--- src/design/fadc_defines.svh ---
/* Widths, FIFO depth, record length limits and the source
   identifier for the fast-ADC trigger capture path */

`ifndef FADC_DEFINES_SVH
`define FADC_DEFINES_SVH

//////////////////////////////
// Data widths
//////////////////////////////

`define FADC_SAMPLE_W 14 // ADC channel 0 resolution
`define FADC_WORD_W 32 // Flag + id + two samples

//////////////////////////////
// Buffering and frames
//////////////////////////////

`define FADC_FIFO_DEPTH 16 // Event FIFO entries, power of two
`define FADC_REC_LEN_W 8
`define FADC_REC_LEN_MIN 8'd2 // Shortest frame, one word

// Tag of the ADC channel in every header word
`define FADC_SOURCE_ID 3'd3

`endif

--- src/design/fadc_pkg.sv ---
/* Shared types: ADC sample, packed output word,
   record length and trigger mode */

`include "fadc_defines.svh"

package fadc_pkg;

    // One raw ADC sample
    typedef logic [`FADC_SAMPLE_W-1:0] sample_t;

    // Output word layout
    //   [31]    frame start
    //   [30:28] source id, first word only
    //   [27:14] earlier sample
    //   [13:0]  later sample
    typedef logic [`FADC_WORD_W-1:0] word_t;

    // Samples per frame, bit 0 ignored
    typedef logic [`FADC_REC_LEN_W-1:0] rec_len_t;

    // Trigger source select
    typedef enum logic
    {
        TRIG_GATE      = 1'b0, // Rising edge of the external gate
        TRIG_THRESHOLD = 1'b1  // Sample drops below threshold
    } trig_mode_e;

endpackage

--- src/design/fadc_trigger_select.sv ---
/* Trigger selector: threshold crossing and gate edge detection,
   registered together with the sample */

`timescale 1ns/1ps

module fadc_trigger_select
(
    input  logic                 ADC_ENC,
    input  logic                 i_arst_n,
    input  fadc_pkg::sample_t    i_adc_sample,
    input  logic                 i_gate,
    input  fadc_pkg::trig_mode_e i_trig_mode,
    input  fadc_pkg::sample_t    i_threshold,
    output fadc_pkg::sample_t    o_sample,
    output logic                 o_trig
);

    logic below;     // Current sample under threshold
    logic below_q;   // Same, one sample earlier
    logic gate_q;    // Previous gate level
    logic thr_evt;
    logic gate_evt;
    logic trig;

    //////////////////////////////
    // Event detection
    //////////////////////////////

    assign below    = i_adc_sample < i_threshold;
    assign thr_evt  = below & ~below_q;   // Downward crossing only
    assign gate_evt = i_gate & ~gate_q;   // Rising edge

    assign trig = (i_trig_mode == fadc_pkg::TRIG_THRESHOLD) ? thr_evt : gate_evt;

    always_ff @(posedge ADC_ENC or negedge i_arst_n)
    begin
        if (!i_arst_n)
        begin
            below_q <= 1'b0;
            gate_q  <= 1'b0;
            o_trig  <= 1'b0;
        end
        else
        begin
            below_q <= below;
            gate_q  <= i_gate;
            o_trig  <= trig;
        end
    end

    // Sample follows its trigger flag by the same one cycle
    always_ff @(posedge ADC_ENC)
    begin
        o_sample <= i_adc_sample;
    end

endmodule

--- src/design/fadc_frame_packer.sv ---
/* Frame packer: collects a record of samples after a trigger
   and packs them two per word, header flag on the first */

`timescale 1ns/1ps

`include "fadc_defines.svh"

module fadc_frame_packer
(
    input  logic               ADC_ENC,
    input  logic               i_arst_n,
    input  fadc_pkg::sample_t  i_sample,
    input  logic               i_trig,
    input  fadc_pkg::rec_len_t i_record_len,
    output logic               o_wr,
    output fadc_pkg::word_t    o_word
);

    logic               active_q;   // Frame in progress
    logic               first_q;    // Next word is the header word
    fadc_pkg::rec_len_t remain_q;   // Samples still to come
    fadc_pkg::rec_len_t start_len;
    fadc_pkg::sample_t  hold_q;     // Earlier sample of the pair
    logic               pair_done;

    // Odd lengths rounded down
    assign start_len = {i_record_len[`FADC_REC_LEN_W-1:1], 1'b0};

    // Remaining count is odd while the second sample of a pair arrives
    assign pair_done = active_q & remain_q[0];

    //////////////////////////////
    // Frame control
    //////////////////////////////

    always_ff @(posedge ADC_ENC or negedge i_arst_n)
    begin
        if (!i_arst_n)
        begin
            active_q <= 1'b0;
            first_q  <= 1'b0;
            remain_q <= '0;
            o_wr     <= 1'b0;
        end
        else
        begin
            o_wr <= 1'b0;
            if (!active_q)
            begin
                // Triggering sample is the first of the frame
                if (i_trig && start_len >= `FADC_REC_LEN_MIN)
                begin
                    active_q <= 1'b1;
                    first_q  <= 1'b1;
                    remain_q <= start_len - 1'b1;
                end
            end
            else
            begin
                remain_q <= remain_q - 1'b1;
                if (remain_q[0])
                begin
                    o_wr    <= 1'b1;
                    first_q <= 1'b0;
                end
                if (remain_q == fadc_pkg::rec_len_t'(1))
                    active_q <= 1'b0; // Last sample, idle again next cycle
            end
        end
    end

    //////////////////////////////
    // Packing
    //////////////////////////////

    always_ff @(posedge ADC_ENC)
    begin
        if (!pair_done)
            hold_q <= i_sample;
        if (pair_done)
            o_word <= {first_q, first_q ? `FADC_SOURCE_ID : 3'd0, hold_q, i_sample};
    end

endmodule

--- src/design/fadc_event_fifo.sv ---
/* Event FIFO: circular word buffer that drops writes when full
   and keeps a sticky lost-data flag */

`timescale 1ns/1ps

`include "fadc_defines.svh"

module fadc_event_fifo
(
    input  logic            ADC_ENC,
    input  logic            i_arst_n,
    input  logic            i_wr,
    input  fadc_pkg::word_t i_word,
    input  logic            i_pop,
    output logic            o_not_empty,
    output fadc_pkg::word_t o_head,
    output logic            o_lost_error
);

    localparam int DEPTH = `FADC_FIFO_DEPTH;
    localparam int AW    = $clog2(DEPTH);

    fadc_pkg::word_t mem [DEPTH];

    logic [AW-1:0] wr_ptr;
    logic [AW-1:0] rd_ptr;
    logic [AW:0]   count;   // Fill level, 0 to DEPTH
    logic          full;
    logic          do_wr;
    logic          do_rd;

    assign full        = count == (AW+1)'(DEPTH);
    assign do_wr       = i_wr & ~full;
    assign do_rd       = i_pop & o_not_empty;
    assign o_not_empty = count != '0;
    assign o_head      = mem[rd_ptr]; // Head readable without a pop

    always_ff @(posedge ADC_ENC or negedge i_arst_n)
    begin
        if (!i_arst_n)
        begin
            wr_ptr       <= '0;
            rd_ptr       <= '0;
            count        <= '0;
            o_lost_error <= 1'b0;
        end
        else
        begin
            if (do_wr)
                wr_ptr <= (wr_ptr == AW'(DEPTH-1)) ? '0 : wr_ptr + 1'b1;
            if (do_rd)
                rd_ptr <= (rd_ptr == AW'(DEPTH-1)) ? '0 : rd_ptr + 1'b1;
            if (do_wr && !do_rd)
                count <= count + 1'b1;
            else if (do_rd && !do_wr)
                count <= count - 1'b1;
            if (i_wr && full)
                o_lost_error <= 1'b1; // Sticky until reset
        end
    end

    always_ff @(posedge ADC_ENC)
    begin
        if (do_wr)
            mem[wr_ptr] <= i_word;
    end

endmodule

--- src/design/fadc_req_ack_sender.sv ---
/* Output stage: loads the FIFO head and delivers it over a
   four-phase req/ack handshake */

`timescale 1ns/1ps

module fadc_req_ack_sender
(
    input  logic            ADC_ENC,
    input  logic            i_arst_n,
    input  logic            i_not_empty,
    input  fadc_pkg::word_t i_head,
    input  logic            i_ack,
    output logic            o_pop,
    output logic            o_req,
    output fadc_pkg::word_t o_data
);

    typedef enum logic [1:0]
    {
        S_IDLE,
        S_REQ,      // Request up, waiting for ack
        S_RELEASE   // Request down, waiting for ack low
    } state_e;

    state_e state_q;

    // Load a word only when no transfer is pending
    assign o_pop = i_not_empty &
                   ((state_q == S_IDLE) | ((state_q == S_RELEASE) & ~i_ack));
    assign o_req = state_q == S_REQ;

    always_ff @(posedge ADC_ENC or negedge i_arst_n)
    begin
        if (!i_arst_n)
            state_q <= S_IDLE;
        else
        begin
            case (state_q)
                S_IDLE:    if (i_not_empty) state_q <= S_REQ;
                S_REQ:     if (i_ack) state_q <= S_RELEASE;
                S_RELEASE: if (!i_ack) state_q <= i_not_empty ? S_REQ : S_IDLE;
                default:   state_q <= S_IDLE;
            endcase
        end
    end

    // Data register, stable for the whole request phase
    always_ff @(posedge ADC_ENC)
    begin
        if (o_pop)
            o_data <= i_head;
    end

endmodule

--- src/design/fadc_trigger_capture.sv ---
/* Top level of the triggered fast-ADC readout path:
   trigger selector, frame packer, event FIFO and sender */

`timescale 1ns/1ps

module fadc_trigger_capture
(
    input  logic                 ADC_ENC,
    input  logic                 i_arst_n,
    input  fadc_pkg::sample_t    i_adc_sample,
    input  logic                 i_gate,
    input  fadc_pkg::trig_mode_e i_trig_mode,
    input  fadc_pkg::sample_t    i_threshold,
    input  fadc_pkg::rec_len_t   i_record_len,
    output logic                 o_req,
    output fadc_pkg::word_t      o_data,
    input  logic                 i_ack,
    output logic                 o_lost_error
);

    fadc_pkg::sample_t sel_sample;   // Selector to packer
    logic              sel_trig;
    logic              pk_wr;        // Packer to FIFO
    fadc_pkg::word_t   pk_word;
    logic              fifo_not_empty;
    fadc_pkg::word_t   fifo_head;
    logic              snd_pop;

    //////////////////////////////
    // Trigger and framing
    //////////////////////////////

    fadc_trigger_select trigger_select_i
    (
        .ADC_ENC      (ADC_ENC),
        .i_arst_n     (i_arst_n),
        .i_adc_sample (i_adc_sample),
        .i_gate       (i_gate),
        .i_trig_mode  (i_trig_mode),
        .i_threshold  (i_threshold),
        .o_sample     (sel_sample),
        .o_trig       (sel_trig)
    );

    fadc_frame_packer frame_packer_i
    (
        .ADC_ENC      (ADC_ENC),
        .i_arst_n     (i_arst_n),
        .i_sample     (sel_sample),
        .i_trig       (sel_trig),
        .i_record_len (i_record_len),
        .o_wr         (pk_wr),
        .o_word       (pk_word)
    );

    //////////////////////////////
    // Buffer and output
    //////////////////////////////

    fadc_event_fifo event_fifo_i
    (
        .ADC_ENC      (ADC_ENC),
        .i_arst_n     (i_arst_n),
        .i_wr         (pk_wr),
        .i_word       (pk_word),
        .i_pop        (snd_pop),
        .o_not_empty  (fifo_not_empty),
        .o_head       (fifo_head),
        .o_lost_error (o_lost_error)
    );

    fadc_req_ack_sender req_ack_sender_i
    (
        .ADC_ENC     (ADC_ENC),
        .i_arst_n    (i_arst_n),
        .i_not_empty (fifo_not_empty),
        .i_head      (fifo_head),
        .i_ack       (i_ack),
        .o_pop       (snd_pop),
        .o_req       (o_req),
        .o_data      (o_data)
    );

endmodule

--- config.mk ---
export PLATFORM = sky130hd
export DESIGN_NAME = fadc_trigger_capture
export DESIGN_NICKNAME = d
export VERILOG_FILES = /design/src/design/fadc_pkg.sv /design/src/design/fadc_trigger_select.sv /design/src/design/fadc_frame_packer.sv /design/src/design/fadc_event_fifo.sv /design/src/design/fadc_req_ack_sender.sv /design/src/design/fadc_trigger_capture.sv
export VERILOG_INCLUDE_DIRS = /design/src /design/src/design
export SDC_FILE = /design/constraint.sdc
export NUM_CORES = 1
export LEC_CHECK = 0
export ABC_AREA = 1
export BUFFER_PORTS_ARGS = -buffer_cell sky130_fd_sc_hd__buf_2
export CAP_MARGIN = 0
export CORE_UTILIZATION = 55
export DETAILED_ROUTE_END_ITERATION = 10
export GPL_ROUTABILITY_DRIVEN = 0
export MAX_ROUTING_LAYER = met4
export PLACE_DENSITY_LB_ADDON = 0.12
export SETUP_SLACK_MARGIN = 0.15
export SYNTH_ARGS = -nofsm -noshare
export SYNTH_HDL_FRONTEND = slang
export SYNTH_HIERARCHICAL = 1
export SYNTH_SLANG_ARGS = --single-unit
--- constraint.sdc ---
create_clock -name ADC_ENC -period 5 [get_ports ADC_ENC]
set_input_delay 0.75 -clock ADC_ENC [delete_from_list [all_inputs] [get_ports ADC_ENC]]
set_output_delay 0.75 -clock ADC_ENC [all_outputs]
set_load 0.01 [all_outputs]
# After elaboration in Yosys (flattened, before gate mapping)
# Memories as Yosys holds them, arrays and structs flattened. A register that Yosys moved wholly into a read port is not among the register bits.
# Cells that the tools add are included.
dict set report totals {
  register_bits 90
  ramBits 512
  wordCells 81
  mem_count 1
}
dict set report op_classes {
  n_addsub 6
  magnitude_cmp 2
  n_eq_ne 10
  n_mux 23
  bitwise_logic 12
  reduce_logical 12
}
# name words width read_ports rd_clocked_by_memory_dff wr line
set mem_list {}
lappend mem_list {event_fifo_i.mem 16 32 1 1 1 fadc_event_fifo.sv:23} ;# fadc_pkg::word_t mem [DEPTH];
# op count
set ops {}
lappend ops {{$mux 8} 2}
lappend ops {{$sub 8x1->8 const B} 2}
lappend ops {{$lt 14x14->1} 1}
lappend ops {{$mux 1} 12}
lappend ops {{$mux 5} 2}
lappend ops {{$add 4x1->4 const B} 2}
lappend ops {{$eq 4x4->1 const B} 2}
lappend ops {{$eq 8x1->1 const B} 1}
lappend ops {{$ge 8x2->1 const B} 1}
lappend ops {{$mux 2} 4}
lappend ops {{$mux 4} 2}
lappend ops {{$and 1x1->1} 7}
lappend ops {{$ne 2x2->1 const B} 3}
lappend ops {{$pmux 2 s3} 1}
lappend ops {{$add 5x1->5 const B} 1}
lappend ops {{$eq 5x5->1 const B} 1}
lappend ops {{$reduce_bool 5->1} 1}
lappend ops {{$sub 5x1->5 const B} 1}
lappend ops {{$logic_and 1x1->1} 4}
lappend ops {{$not 1->1} 4}
lappend ops {{$reduce_bool 2->1} 2}
lappend ops {{$reduce_and 3->1} 1}
lappend ops {{$eq 2x1->1 const B} 1}
lappend ops {{$eq 2x2->1 const B} 1}
lappend ops {{5 further kinds} 6}

# Longest topological paths before layout
# Gate-level depths: netlist (run 1).
dict set report depth {
  word_depth 8
  ltp_mapped 15
  mapped_depth_nobuf 15
}

# Cells and area by module
# The synthesis (run 1) kept the hierarchy.
# module n_inst cells_each area_each_um2
set by_module_without_submodules {}
lappend by_module_without_submodules {fadc_event_fifo 1 2188 22917.0}
lappend by_module_without_submodules {fadc_frame_packer 1 178 2169.6}
lappend by_module_without_submodules {fadc_req_ack_sender 1 46 1066.0}
lappend by_module_without_submodules {fadc_trigger_select 1 90 758.2}

# Worst setup path before layout (run 1)
# No wires, ideal clock.
dict set report synth_path {
  kind {input to register}
  startpoint {input port i_ack}
  endpoint {register event_fifo_i.count[4]}
  arrival_ns 2.940
  t_required_ns 4.884
  path_slack_ns 1.943
  cell_stages 13
  cell_sequence {nand2_1 nand3_2 inv_1 nand2_1 ha_1 inv_1 ha_1 nand2_1 nand2_1 o21ai_0 nand2_1 nand2_1 nand2_1}
}
dict set report synth_between {
  elab_chain_cells 8
}
# element line
set synth_lines {}
lappend synth_lines {{start: declaration} fadc_trigger_capture.sv:17} ;# input logic i_ack,
lappend synth_lines {{$not 1->1 (*)} fadc_req_ack_sender.sv:29} ;# ((state_q == S_IDLE) | ((state_q == S_RELEASE) & ~i_ack));
lappend synth_lines {{$and 1x1->1 (*)} fadc_req_ack_sender.sv:29}
lappend synth_lines {{$or 1x1->1 (*)} fadc_req_ack_sender.sv:29}
lappend synth_lines {{$and 1x1->1 (*)} fadc_req_ack_sender.sv:28} ;# assign o_pop = i_not_empty &
lappend synth_lines {{named net snd_pop} fadc_trigger_capture.sv:27} ;# logic snd_pop;
lappend synth_lines {{$and 1x1->1 (*)} fadc_event_fifo.sv:34} ;# assign do_rd = i_pop & o_not_empty;
lappend synth_lines {{$logic_not 1->1} fadc_event_fifo.sv:53} ;# if (do_wr && !do_rd)
lappend synth_lines {{$logic_and 1x1->1} fadc_event_fifo.sv:53}
lappend synth_lines {{$mux 5 or $reduce_bool 2->1 (tied branches)} -}
lappend synth_lines {{end signal: assignment} fadc_event_fifo.sv:54} ;# count <= count + 1'b1;
lappend synth_lines {{end signal: assignment} fadc_event_fifo.sv:56} ;# count <= count - 1'b1;
lappend synth_lines {{end: declaration} fadc_event_fifo.sv:27} ;# logic [AW:0] count;
# The timed path passes the listed nets; every way through them passes the cells marked *.
# A chain may end at the register's enable or synchronous reset.

==> impl_metrics.yaml, run 1 <==
power:
  total_switching_power_uw: 5302
  power_frac_comb_pct: 26.7
  power.total_uw: 16060
  power.static_leakage_uw: 0.01274
  vdd_drop_max_uv: 536.0
  clock_power_share_pct: 29.7
  flop_pwr_share_pct: 43.6
  p_per_area_nw_per_um2: 538.8
  power.internal_uw: 10760
  power.switching_fraction_pct: 33.01
cells_and_area:
  area_growth_pct: 10.80
  layout_commonest_cell: "sky130_fd_sc_hd__nand2_1"
  post_route_cells_drive_above_1_share_pct: 8.917
  fin_area_um2: 29820
  ff_latch_area_um2: 18670
  commonest_cells_after_routing_fill_and_taps_aside: "sky130_fd_sc_hd__nand2_1, sky130_fd_sc_hd__edfxtp_1, sky130_fd_sc_hd__inv_1, sky130_fd_sc_hd__nand3_1, sky130_fd_sc_hd__buf_2"
  multi_input_area_um2: 5951
  post-route-util_pct: 62.06
  final_layout_net_count: 2632
  layout.filler_cells: 3726
floorplanning:
  initial_core_utilization_pct: 56.01
  chipWidth_um: 223.2
  io_pins: 75
  rows: 80
  fp.dieArea_um2: 49820
  die-height_um: 223.2
  fp.coreArea_um2: 48050
sta:
  maxSlewHeadroom_pct: 23.85
  grt_setup_unrepaired: "false"
  clock_skew_ns: 0.02757
  finalSetupTns_ns: 0
  maxSlewViolCount: 0
  finalHoldWorstSlack_ns: 0.2255
  final_period_util_pct: 62.99
  finalHoldViolCount: 0
  clock.fmax_ghz: 0.3175
  post-route-min-period_ns: 3.149
  setup_viol: 0
  worstMarginPinSlew_ns: 1.140
clocking:
  cts_root_buf: "sky130_fd_sc_hd__clkbuf_16"
  cts.clk_slew.worst_paths_ns: 0.06
  clk_path_buf_depth: 3
  postCtsHoldBufs: 0
  clkLatencyLatePin_ns: 0.59
  htreeDepth: 3
  cts_tree: "yes"
  clock_buffers_created_by_tritoncts: 66
  postCtsSetupBuffers: 0
  clock_net_sink_count: 631
  post_cts_resized: 0
logic_synthesis:
  synth_edf_count: 587
  synthDistinctLibCells: 34
  ys_dominant_reg_cell: "sky130_fd_sc_hd__edfxtp_1"
  ys_seq_area_share_pct: 69.33
  synth_nets: 2571
  synth_area_um2: 26910
  ys_seq_elements: 631
  async_flop_share_pct: 4.754
  post_synthesis_average_cell_area_um2: 10.76
  netlist_instances: 2502
  synth.yosys.warnings: 6
place:
  place.detailed.hpwl_mm: 31.25
  port-buffer-count: 73
  placedInstanceArea_um2: 27690
grt:
  global_route.usage.met3_pct: 3.398
  global_route.usage.met1_pct: 32.96
  grt_pass1_vias: 16240
  grt_pass1_wl_mm: 92.43
  grt_busiest_layer: "met2"
  globalRouteMet2Util_pct: 42.10
  grt_util_all_layers_pct: 25.68
  grt_remaining_overflow: 0
  grt_start_max_net_pins: 97
  initial_antenna_violation_count: 1
hold_path:
  hold_crit_path_type: "input port to asynchronous set/reset pin"
worst_setup_path:
  crit_arrival_ns: 3.47
  reg2reg_from: "event_fifo_i/rd_ptr[0]$_DFFE_PN0P_"
  timing.critical_path.from_type: "flip-flop"
  r2r_setup_slack_ns: 1.85
  worstPathCellList: "buf_4 > buf_4 > nand2_1 > nand3_1 > nand3_1 > nand3_1 > nand2_1"
  critPathRequiredTime_ns: 5.32
  startpoint: "event_fifo_i/rd_ptr[0]$_DFFE_PN0P_"
  setup.worst_path.class: "flip-flop to flip-flop"
  crit_path_end_kind: "flip-flop"
  crit_path_top_delay_cell: "sky130_fd_sc_hd__dfrtp_4"
  path_max_fanout: 75
  crit_path_max_incr_delay_ns: 0.80
  critical-path-top-cell-by-count: "sky130_fd_sc_hd__nand3_1"
drt:
  avgViaCountPerCell: 5.304
  detail_route.iter0.violations: 1404
  firstDrtPassIters: 5
  drc: 0
  routed_wl_mm: 61.00
  wl_cell_um: 18.89
  num_vias: 17130
  ant_nets: 0
run:
  max_cap_viol_count: 0
status:
  outcome: "finished, final reports clean"
==> synthesized netlist by cell type (2+ instances only) <==
cell / number / area [um2]
sky130_fd_sc_hd__buf_1: 7 / 26.28
sky130_fd_sc_hd__xnor2_1: 4 / 35.03
sky130_fd_sc_hd__buf_4: 20 / 150.1
sky130_fd_sc_hd__nand3_1: 418 / 2092
sky130_fd_sc_hd__inv_2: 4 / 15.01
sky130_fd_sc_hd__clkbuf_1: 14 / 52.55
sky130_fd_sc_hd__inv_1: 442 / 1659
sky130_fd_sc_hd__nor3_1: 2 / 10.01
sky130_fd_sc_hd__nor2_2: 3 / 18.77
sky130_fd_sc_hd__nand2_4: 2 / 22.52
sky130_fd_sc_hd__a21oi_1: 10 / 50.05
sky130_fd_sc_hd__nand4_1: 7 / 43.79
sky130_fd_sc_hd__xor2_1: 2 / 17.52
sky130_fd_sc_hd__nand2_1: 769 / 2887
sky130_fd_sc_hd__ha_1: 27 / 337.8
sky130_fd_sc_hd__buf_6: 23 / 259.0
sky130_fd_sc_hd__buf_2: 47 / 235.2
sky130_fd_sc_hd__o21ai_0: 17 / 85.08
sky130_fd_sc_hd__dfrtp_1: 30 / 750.7
sky130_fd_sc_hd__dfxtp_1: 14 / 280.3
sky130_fd_sc_hd__nor2_1: 41 / 153.9
sky130_fd_sc_hd__edfxtp_1: 587 / 17630
==> through the flow <==
| step | cells | setup slack, ns |
|---|---|---|
| after floorplan | 2502 | 1.943 |
| after global placement | 3110 | 1.934 |
| after detailed placement | 3110 | 1.904 |
| after CTS | 3228 | 1.889 |
| after global routing | 3229 | 1.688 |
| final | 3229 | 1.851 |
==> area by class of cell <==
class	count	share of cell area [%]
Sequential cell	631	62.61
Multi-Input combinational cell	1311	19.96
Clock buffer	91	6.450
Inverter	448	5.674
Tap cell	615	2.581
Timing Repair Buffer	105	2.031
Clock inverter	27	0.6882
Antenna cell	1	0.008393
==> worst paths after layout <==
path,end,cells past startpoint
max,req_ack_sender_i/o_data[21]$_DFFE_PP_,7
min,event_fifo_i/rd_ptr[0]$_DFFE_PN0P_,1
max reg2reg,req_ack_sender_i/o_data[21]$_DFFE_PP_,7
min reg2reg,frame_packer_i/o_word[14]$_DFFE_PP_,0
max in group asynchronous,event_fifo_i/rd_ptr[1]$_DFFE_PN0P_,1
min in group ADC_ENC,trigger_select_i/o_sample[0]$_DFF_P_,1
==> cells by family (layout without fill, tap and decap cells) <==
kind of cell               Yosys count  count (layout)  share of synthesized area, %
buffers and inverters              560             671                         9.001
xor gates and xnor gates             6               6                        0.1953
AOI/OAI and AO/OA                   29              29                        0.5486
adders and majority gates           28              28                         1.330
and+or+nand+nor                   1247            1247                         19.58
DFF                                631             631                         69.33
other                                1               2                       0.01393
==> routing by layer <==
layer	up-vias	wire length (um)
met3	115	3741
met2	565	29770
met5	-	0
met4	0	1726
met1	8214	25750
li1	8232	-
==> sequential cells by signal, summed over array words and instances, names as in the netlist, 2 cells and up <==
signal,cells
event_fifo_i/count,5
event_fifo_i/mem,512
event_fifo_i/rd_ptr,4
event_fifo_i/wr_ptr,4
frame_packer_i/hold_q,14
frame_packer_i/o_word,29
frame_packer_i/remain_q,8
req_ack_sender_i/o_data,32
req_ack_sender_i/state_q,2
trigger_select_i/o_sample,14
==> power groups by stage <==
stage                     sequential [uW]  combinational [uW]  clock (uW)
after detailed placement             7110                4260           0
after floorplan                      6960                3340           0
after global routing                 7090                4800        5040
after global placement               7080                4190           0
after CTS                            7010                4290        4840
final                                7010                4290        4770
==> critical path, delay by kind of cell (launching register included) <==
family / cells / cell delay, ns
buffers and inverters: 2 / 1.37
and+or+nand+nor: 5 / 0.60
DFF: 1 / 0.80
Note: power is estimated with default switching activity, not from simulation.
==> run 2, diff against run 1 <==
clock period = 3.25 ns   (was 5 ns; I/O delays follow)
==> run 2 against run 1 <==
  * Sequential share of layout area decreased by 0.40 points
  * Clock-buffer cell count decreased by 3
  * Critical path type unchanged
  * Worst hold slack got worse by 0.085 ns
  * First-iteration DRC count increased by 18%
  * Clock power increased by 40%
  * Clock skew increased by 0.0036 ns
  * Largest cell class unchanged
  * Global-route usage increased by 0.40 points
  * Register-to-register slack got worse by 1.1 ns
  * Design area increased by 0.64%
==> impl_metrics.yaml, run 2 (synthesized netlist as in run 1, its figures left out) <==
sta:
  setup_slack_ns: 0.7781
  finalHoldViolCount: 0
  post-route-min-period_ns: 2.472
  setup_viol: 0
  finalSetupTns_ns: 0
  final_period_util_pct: 76.06
  grt_setup_unrepaired: "false"
  maxSlewHeadroom_pct: 30.02
  worstMarginPinSlew_ns: 1.050
  clock_skew_ns: 0.03121
  clock.fmax_ghz: 0.4045
  maxSlewViolCount: 0
power:
  power.total_uw: 24210
  power.static_leakage_uw: 0.01283
  p_per_area_nw_per_um2: 806.8
  vdd_drop_max_uv: 710.2
clocking:
  clkLatencyLatePin_ns: 0.63
  cts_tree: "yes"
  cts_root_buf: "sky130_fd_sc_hd__clkbuf_16"
  htreeDepth: 2
  clk_path_buf_depth: 3
  post_cts_resized: 0
  postCtsSetupBuffers: 0
  cts.clk_slew.worst_paths_ns: 0.06
  clock_buffers_created_by_tritoncts: 61
  clock_net_sink_count: 631
floorplanning:
  chipWidth_um: 223.2
  fp.coreArea_um2: 48050
  initial_core_utilization_pct: 56.01
  die-height_um: 223.2
  fp.dieArea_um2: 49820
  rows: 80
  io_pins: 75
hold_path:
  holdCritStartpoint: "i_trig_mode"
  worstHoldPathCells: 4
  holdPathEnd: "trigger_select_i/o_trig$_DFF_PN0_"
  hold_crit_path_type: "input port to flip-flop"
grt:
  globalRouteMet2Util_pct: 40.75
  grt_pass1_vias: 16750
  global_route.usage.met1_pct: 34.86
  grt_pass1_wl_mm: 94.49
  grt_start_max_net_pins: 156
  grt_util_all_layers_pct: 26.08
  grt_busiest_layer: "met2"
  grt_remaining_overflow: 0
  initial_antenna_violation_count: 0
  global_route.usage.met3_pct: 3.714
drt:
  firstDrtPassIters: 5
  drc: 0
  detail_route.iter0.violations: 1656
  routed_wl_mm: 62.08
  wl_cell_um: 19.03
  avgViaCountPerCell: 5.343
  num_vias: 17430
  ant_nets: 0
cells_and_area:
  biggestRegsByFlops: "event_fifo_i/mem x512, req_ack_sender_i/o_data x32, frame_packer_i/o_word x29"
  largest_reg_flops: 512
  area_growth_pct: 11.50
  layout_commonest_cell: "sky130_fd_sc_hd__nand2_1"
  post_route_cells_drive_above_1_share_pct: 9.218
  commonest_cells_after_routing_fill_and_taps_aside: "sky130_fd_sc_hd__nand2_1, sky130_fd_sc_hd__edfxtp_1, sky130_fd_sc_hd__inv_1, sky130_fd_sc_hd__nand3_1, sky130_fd_sc_hd__buf_2"
  regMostFlops: "event_fifo_i/mem"
  diodes: 0
  final_layout_net_count: 2664
worst_setup_path:
  ff_to_ff_path_depth: 7
  critPathRequiredTime_ns: 3.55
  timing.critical_path.from_type: "flip-flop"
  r2r-end: "event_fifo_i/mem[6][14]$_DFFE_PP_"
  path_max_fanout: 24
  r2r_setup_slack_ns: 0.78
  setup.worst_path.class: "flip-flop to flip-flop"
  crit_path_end_kind: "flip-flop"
  crit_arrival_ns: 2.77
  reg2reg_from: "event_fifo_i/count[0]$_DFFE_PN0P_"
place:
  port-buffer-count: 73
  dp_worst_setup_slack_ns: 0.7950
  place.detailed.hpwl_mm: 33.62
run:
  max_cap_viol_count: 0
status:
  outcome: "finished, final reports clean"
[run 2: changes by cell type in the layout (fill, tap and decap cells not counted), moves of 2 or more]
cell / change
sky130_fd_sc_hd__clkbuf_1: +8
sky130_fd_sc_hd__buf_12: +10
sky130_fd_sc_hd__clkinvlp_4: -2
sky130_fd_sc_hd__dlygate4sd3_1: +16
sky130_fd_sc_hd__clkinv_1: -2
sky130_fd_sc_hd__clkbuf_16: -11
sky130_fd_sc_hd__clkinv_8: +2
sky130_fd_sc_hd__buf_4: +11
[run 2: metal layers]
metal	share of wire, %	vias to the layer above
met5	0	-
met4	3.2	0
met3	6.9	127
met2	46	624
met1	44	8379
li1	-	8298
[run 2: repair_timing]
| action | in CTS | in global routing |
|---|---|---|
| hold endpoints to repair | 45 | 0 |
| endpoints found under the setup margin | 0 | 0 |
| hold buffers | 16 | 0 |
[run 2: through the flow]
stage / utilization, % / area (um2) / hold WS [ns] / cells
2_1_floorplan: - / 26910 / 0.1919 / 2502
3_3_place_gp: 58.21 / 27970 / 0.4050 / 3131
6_report: 62.45 / 30010 / 0.1400 / 3262
5_1_grt: 62.45 / 30010 / 0.1344 / 3262
4_1_cts: 62.45 / 30010 / 0.1060 / 3262
3_5_place_dp: 58.21 / 27970 / 0.4072 / 3131
[run 2: final cells by class]
| cell class | instances | area, um2 |
|---|---|---|
| Clock inverter | 27 | 202.7 |
| Sequential cell | 631 | 18670 |
| Multi-Input combinational cell | 1311 | 5951 |
| Tap cell | 615 | 769.5 |
| Timing Repair Buffer | 142 | 1049 |
| Inverter | 448 | 1689 |
| Fill cell | 3688 | 18040 |
| Clock buffer | 88 | 1678 |
[run 2: how the worst max path moves through the flow]
stage	start	endpoint	slack, ns	depth (start not counted)
6_report	event_fifo_i/count[0]$_DFFE_PN0P_	event_fifo_i/mem[6][14]$_DFFE_PP_	0.78	7
3_5_place_dp	event_fifo_i/count[0]$_DFFE_PN0P_	event_fifo_i/mem[6][29]$_DFFE_PP_	0.79	7
3_3_place_gp	event_fifo_i/count[0]$_DFFE_PN0P_	event_fifo_i/mem[6][30]$_DFFE_PP_	0.82	7
4_1_cts	event_fifo_i/count[0]$_DFFE_PN0P_	event_fifo_i/mem[6][19]$_DFFE_PP_	0.76	7
2_1_floorplan	event_fifo_i/count[0]$_DFFE_PN0P_	event_fifo_i/count[4]$_DFFE_PN0P_	0.42	14
5_1_grt	event_fifo_i/count[1]$_DFFE_PN0P_	event_fifo_i/count[4]$_DFFE_PN0P_	0.60	14
[run 2: worst max-delay path, stage by stage (launching register included)]
cell,delay [ns]
sky130_fd_sc_hd__dfrtp_1,0.38
sky130_fd_sc_hd__inv_1,0.10
sky130_fd_sc_hd__nand4_1,0.12
sky130_fd_sc_hd__nand2_1,0.19
sky130_fd_sc_hd__inv_1,0.24
sky130_fd_sc_hd__nand2_1,0.29
sky130_fd_sc_hd__nor2_4,0.52
sky130_fd_sc_hd__buf_12,0.29
[run 2: report_power, final]
part	leakage, uW	switching (uW)	internal, uW
Combinational	0.00614	4830	2150
Sequential	0.00577	409	10200
Clock	0.000923	2920	3740
==> run 3, diff against run 2 <==
clock period = 2.5 ns   (was 3.25 ns; I/O delays follow)
==> run 3 against run 2 <==
  * Critical path depth is 7 higher
  * Worst setup slack worse by 0.51 ns
  * Critical path type unchanged
  * Total power is 37% higher
  * Clock skew is 0.0089 ns lower
  * Combinational power is 35% higher
  * Largest cell class unchanged
  * Clock-buffer cell count stayed put
  * First-iteration DRC count is 4.3% lower
  * Routed wire length is 1.6% lower
  * Flip-flop and latch count stayed put
  * Core utilization is 1.4 points higher
  * Global-route usage is 0.19 points lower
  * Clock power is 47% higher
==> impl_metrics.yaml, run 3 (synthesized netlist as in run 1, its figures left out) <==
status:
  outcome: "finished, final reports clean"
sta:
  maxSlewHeadroom_pct: 53.19
  worstMarginPinSlew_ns: 0.7022
  grt_setup_unrepaired: "false"
  clock.fmax_ghz: 0.4477
  clock_skew_ns: 0.02226
  finalHoldWorstSlack_ns: 0.07906
  final_period_util_pct: 89.34
  finalHoldViolCount: 0
  finalSetupTns_ns: 0
  maxSlewViolCount: 0
  post-route-min-period_ns: 2.233
  setup_viol: 0
drt:
  routed_wl_mm: 61.12
  ant_nets: 0
  num_vias: 17380
  firstDrtPassIters: 7
  wl_cell_um: 18.67
  drc: 0
  detail_route.iter0.violations: 1584
  avgViaCountPerCell: 5.308
cells_and_area:
  layout_commonest_cell: "sky130_fd_sc_hd__nand2_1"
  area_growth_pct: 14.01
  post_route_cells_drive_above_1_share_pct: 10.05
  largest_reg_flops: 512
  commonest_cells_after_routing_fill_and_taps_aside: "sky130_fd_sc_hd__nand2_1, sky130_fd_sc_hd__edfxtp_1, sky130_fd_sc_hd__inv_1, sky130_fd_sc_hd__nand3_1"
  final_layout_net_count: 2683
  regMostFlops: "event_fifo_i/mem"
  biggestRegsByFlops: "event_fifo_i/mem x512, req_ack_sender_i/o_data x32, frame_packer_i/o_word x29"
  finish.cell_count_without_fillers: 3274
  layout.filler_cells: 3629
clocking:
  clock_net_sink_count: 631
  clkLatencyLatePin_ns: 0.59
  clock_buffers_created_by_tritoncts: 66
  cts.clk_slew.worst_paths_ns: 0.06
  cts_tree: "yes"
  htreeDepth: 3
  cts_root_buf: "sky130_fd_sc_hd__clkbuf_16"
  clk_path_buf_depth: 3
grt:
  grt_remaining_overflow: 0
  grt_pass1_vias: 16780
  grt_util_all_layers_pct: 25.89
  grt_pass1_wl_mm: 94.27
  grt_start_max_net_pins: 69
  initial_antenna_violation_count: 2
hold_path:
  hold_crit_path_type: "input port to flip-flop"
worst_setup_path:
  crit_arrival_ns: 2.69
  crit_path_end_kind: "flip-flop"
  critPathRequiredTime_ns: 2.96
  setup.worst_path.class: "flip-flop to flip-flop"
  path_max_fanout: 5
  timing.critical_path.from_type: "flip-flop"
floorplanning:
  chipWidth_um: 223.2
  fp.coreArea_um2: 48050
  io_pins: 75
  initial_core_utilization_pct: 56.01
  die-height_um: 223.2
  fp.dieArea_um2: 49820
  rows: 80
place:
  port-buffer-count: 73
  dp_cells: 3142
  place.detailed.hpwl_mm: 34.25
power:
  total_switching_power_uw: 10820
  power.static_leakage_uw: 0.01310
  power.total_uw: 33080
  flop_pwr_share_pct: 41.9
  power.internal_uw: 22260
  power_frac_comb_pct: 28.5
  clock_power_share_pct: 29.6
  p_per_area_nw_per_um2: 1078
  power.switching_fraction_pct: 32.71
  vdd_drop_max_uv: 699.5
run:
  max_cap_viol_count: 0
[run 3: changes by cell type in the layout (fill, tap and decap cells not counted), moves of 3 or more]
cell	change
sky130_fd_sc_hd__clkbuf_16	+12
sky130_fd_sc_hd__buf_12	+22
sky130_fd_sc_hd__buf_4	-8
sky130_fd_sc_hd__clkinv_2	-5
sky130_fd_sc_hd__clkbuf_1	-9
sky130_fd_sc_hd__bufinv_16	+4
sky130_fd_sc_hd__clkbuf_8	-3
[run 3: layer usage]
layer  GRT usage (%)  vias to the layer above  share of wire (%)
li1                -                     8341                  -
met1           34.16                     8359                 43
met2           41.58                      574                 48
met3           3.727                      103                6.5
met4           8.521                        0                2.4
met5               -                        -                  0
[run 3: path summary, 6_finish.rpt]
check / startpoint / to / slack (ns) / cells past startpoint
worst max-delay path: event_fifo_i/count[1]$_DFFE_PN0P_ / event_fifo_i/count[4]$_DFFE_PN0P_ / 0.27 / 14
worst min-delay path: i_ack / req_ack_sender_i/state_q[1]$_DFFE_PN0P_ / 0.08 / 3
worst max register to register: event_fifo_i/count[1]$_DFFE_PN0P_ / event_fifo_i/count[4]$_DFFE_PN0P_ / 0.27 / 14
worst min register to register: trigger_select_i/o_sample[7]$_DFF_P_ / frame_packer_i/o_word[7]$_DFFE_PP_ / 0.43 / 0
max in group asynchronous: i_arst_n / event_fifo_i/rd_ptr[1]$_DFFE_PN0P_ / 1.59 / 2
min in group asynchronous: i_arst_n / trigger_select_i/gate_q$_DFF_PN0_ / 0.39 / 2
[run 3: final cells by class]
cell class / instances / area [um2] / area share (%)
timing repair buffer: 156 / 1429 / 4.657
tap: 615 / 769.5 / 2.508
clock buffer: 88 / 1903 / 6.203
clock inverter: 24 / 259.0 / 0.8441
multi-input combinational: 1311 / 5958 / 19.42
sequential: 631 / 18670 / 60.84
antenna: 1 / 2.502 / 0.008156
inverter: 448 / 1693 / 5.517
[run 3: per-stage QoR]
step | cell area [um2] | utilization [%] | setup WS, ns
2_1_floorplan | 26920 | - | -0.2354
3_3_place_gp | 28330 | 58.96 | 0.2455
3_5_place_dp | 28330 | 58.96 | 0.2319
4_1_cts | 30650 | 63.80 | 0.1873
5_1_grt | 30680 | 63.86 | 0.1416
6_report | 30680 | 63.86 | 0.2666
[run 3: power by group through the flow]
stage | registers (uW) | logic, uW | clock network, uW
floorplan | 13900 | 6700 | 0
global placement | 14000 | 9190 | 0
detailed placement | 14100 | 9330 | 0
CTS | 13900 | 9430 | 9930
global route | 14000 | 10500 | 10300
finish | 13900 | 9430 | 9790
[run 3: critical path: stages, from the launching register on]
cell and delay (ns):
sky130_fd_sc_hd__dfrtp_1 0.41, sky130_fd_sc_hd__nor2_2 0.13, sky130_fd_sc_hd__nand4_1 0.15, sky130_fd_sc_hd__nand3_2 0.14
sky130_fd_sc_hd__clkinvlp_4 0.10, sky130_fd_sc_hd__nand2_2 0.08, sky130_fd_sc_hd__ha_2 0.21, sky130_fd_sc_hd__inv_2 0.07
sky130_fd_sc_hd__ha_1 0.32, sky130_fd_sc_hd__nand2_1 0.08, sky130_fd_sc_hd__nand2_1 0.07, sky130_fd_sc_hd__o21ai_0 0.18
sky130_fd_sc_hd__nand2_1 0.07, sky130_fd_sc_hd__nand2_1 0.05, sky130_fd_sc_hd__nand2_1 0.05
[run 3: timing repair]
action | CTS | global route
setup endpoints to repair | 0 | 2
hold buffers | 16 | 0
gates resized for setup | 0 | 3
endpoints found under the hold margin | 45 | 0
setup buffers | 0 | 3
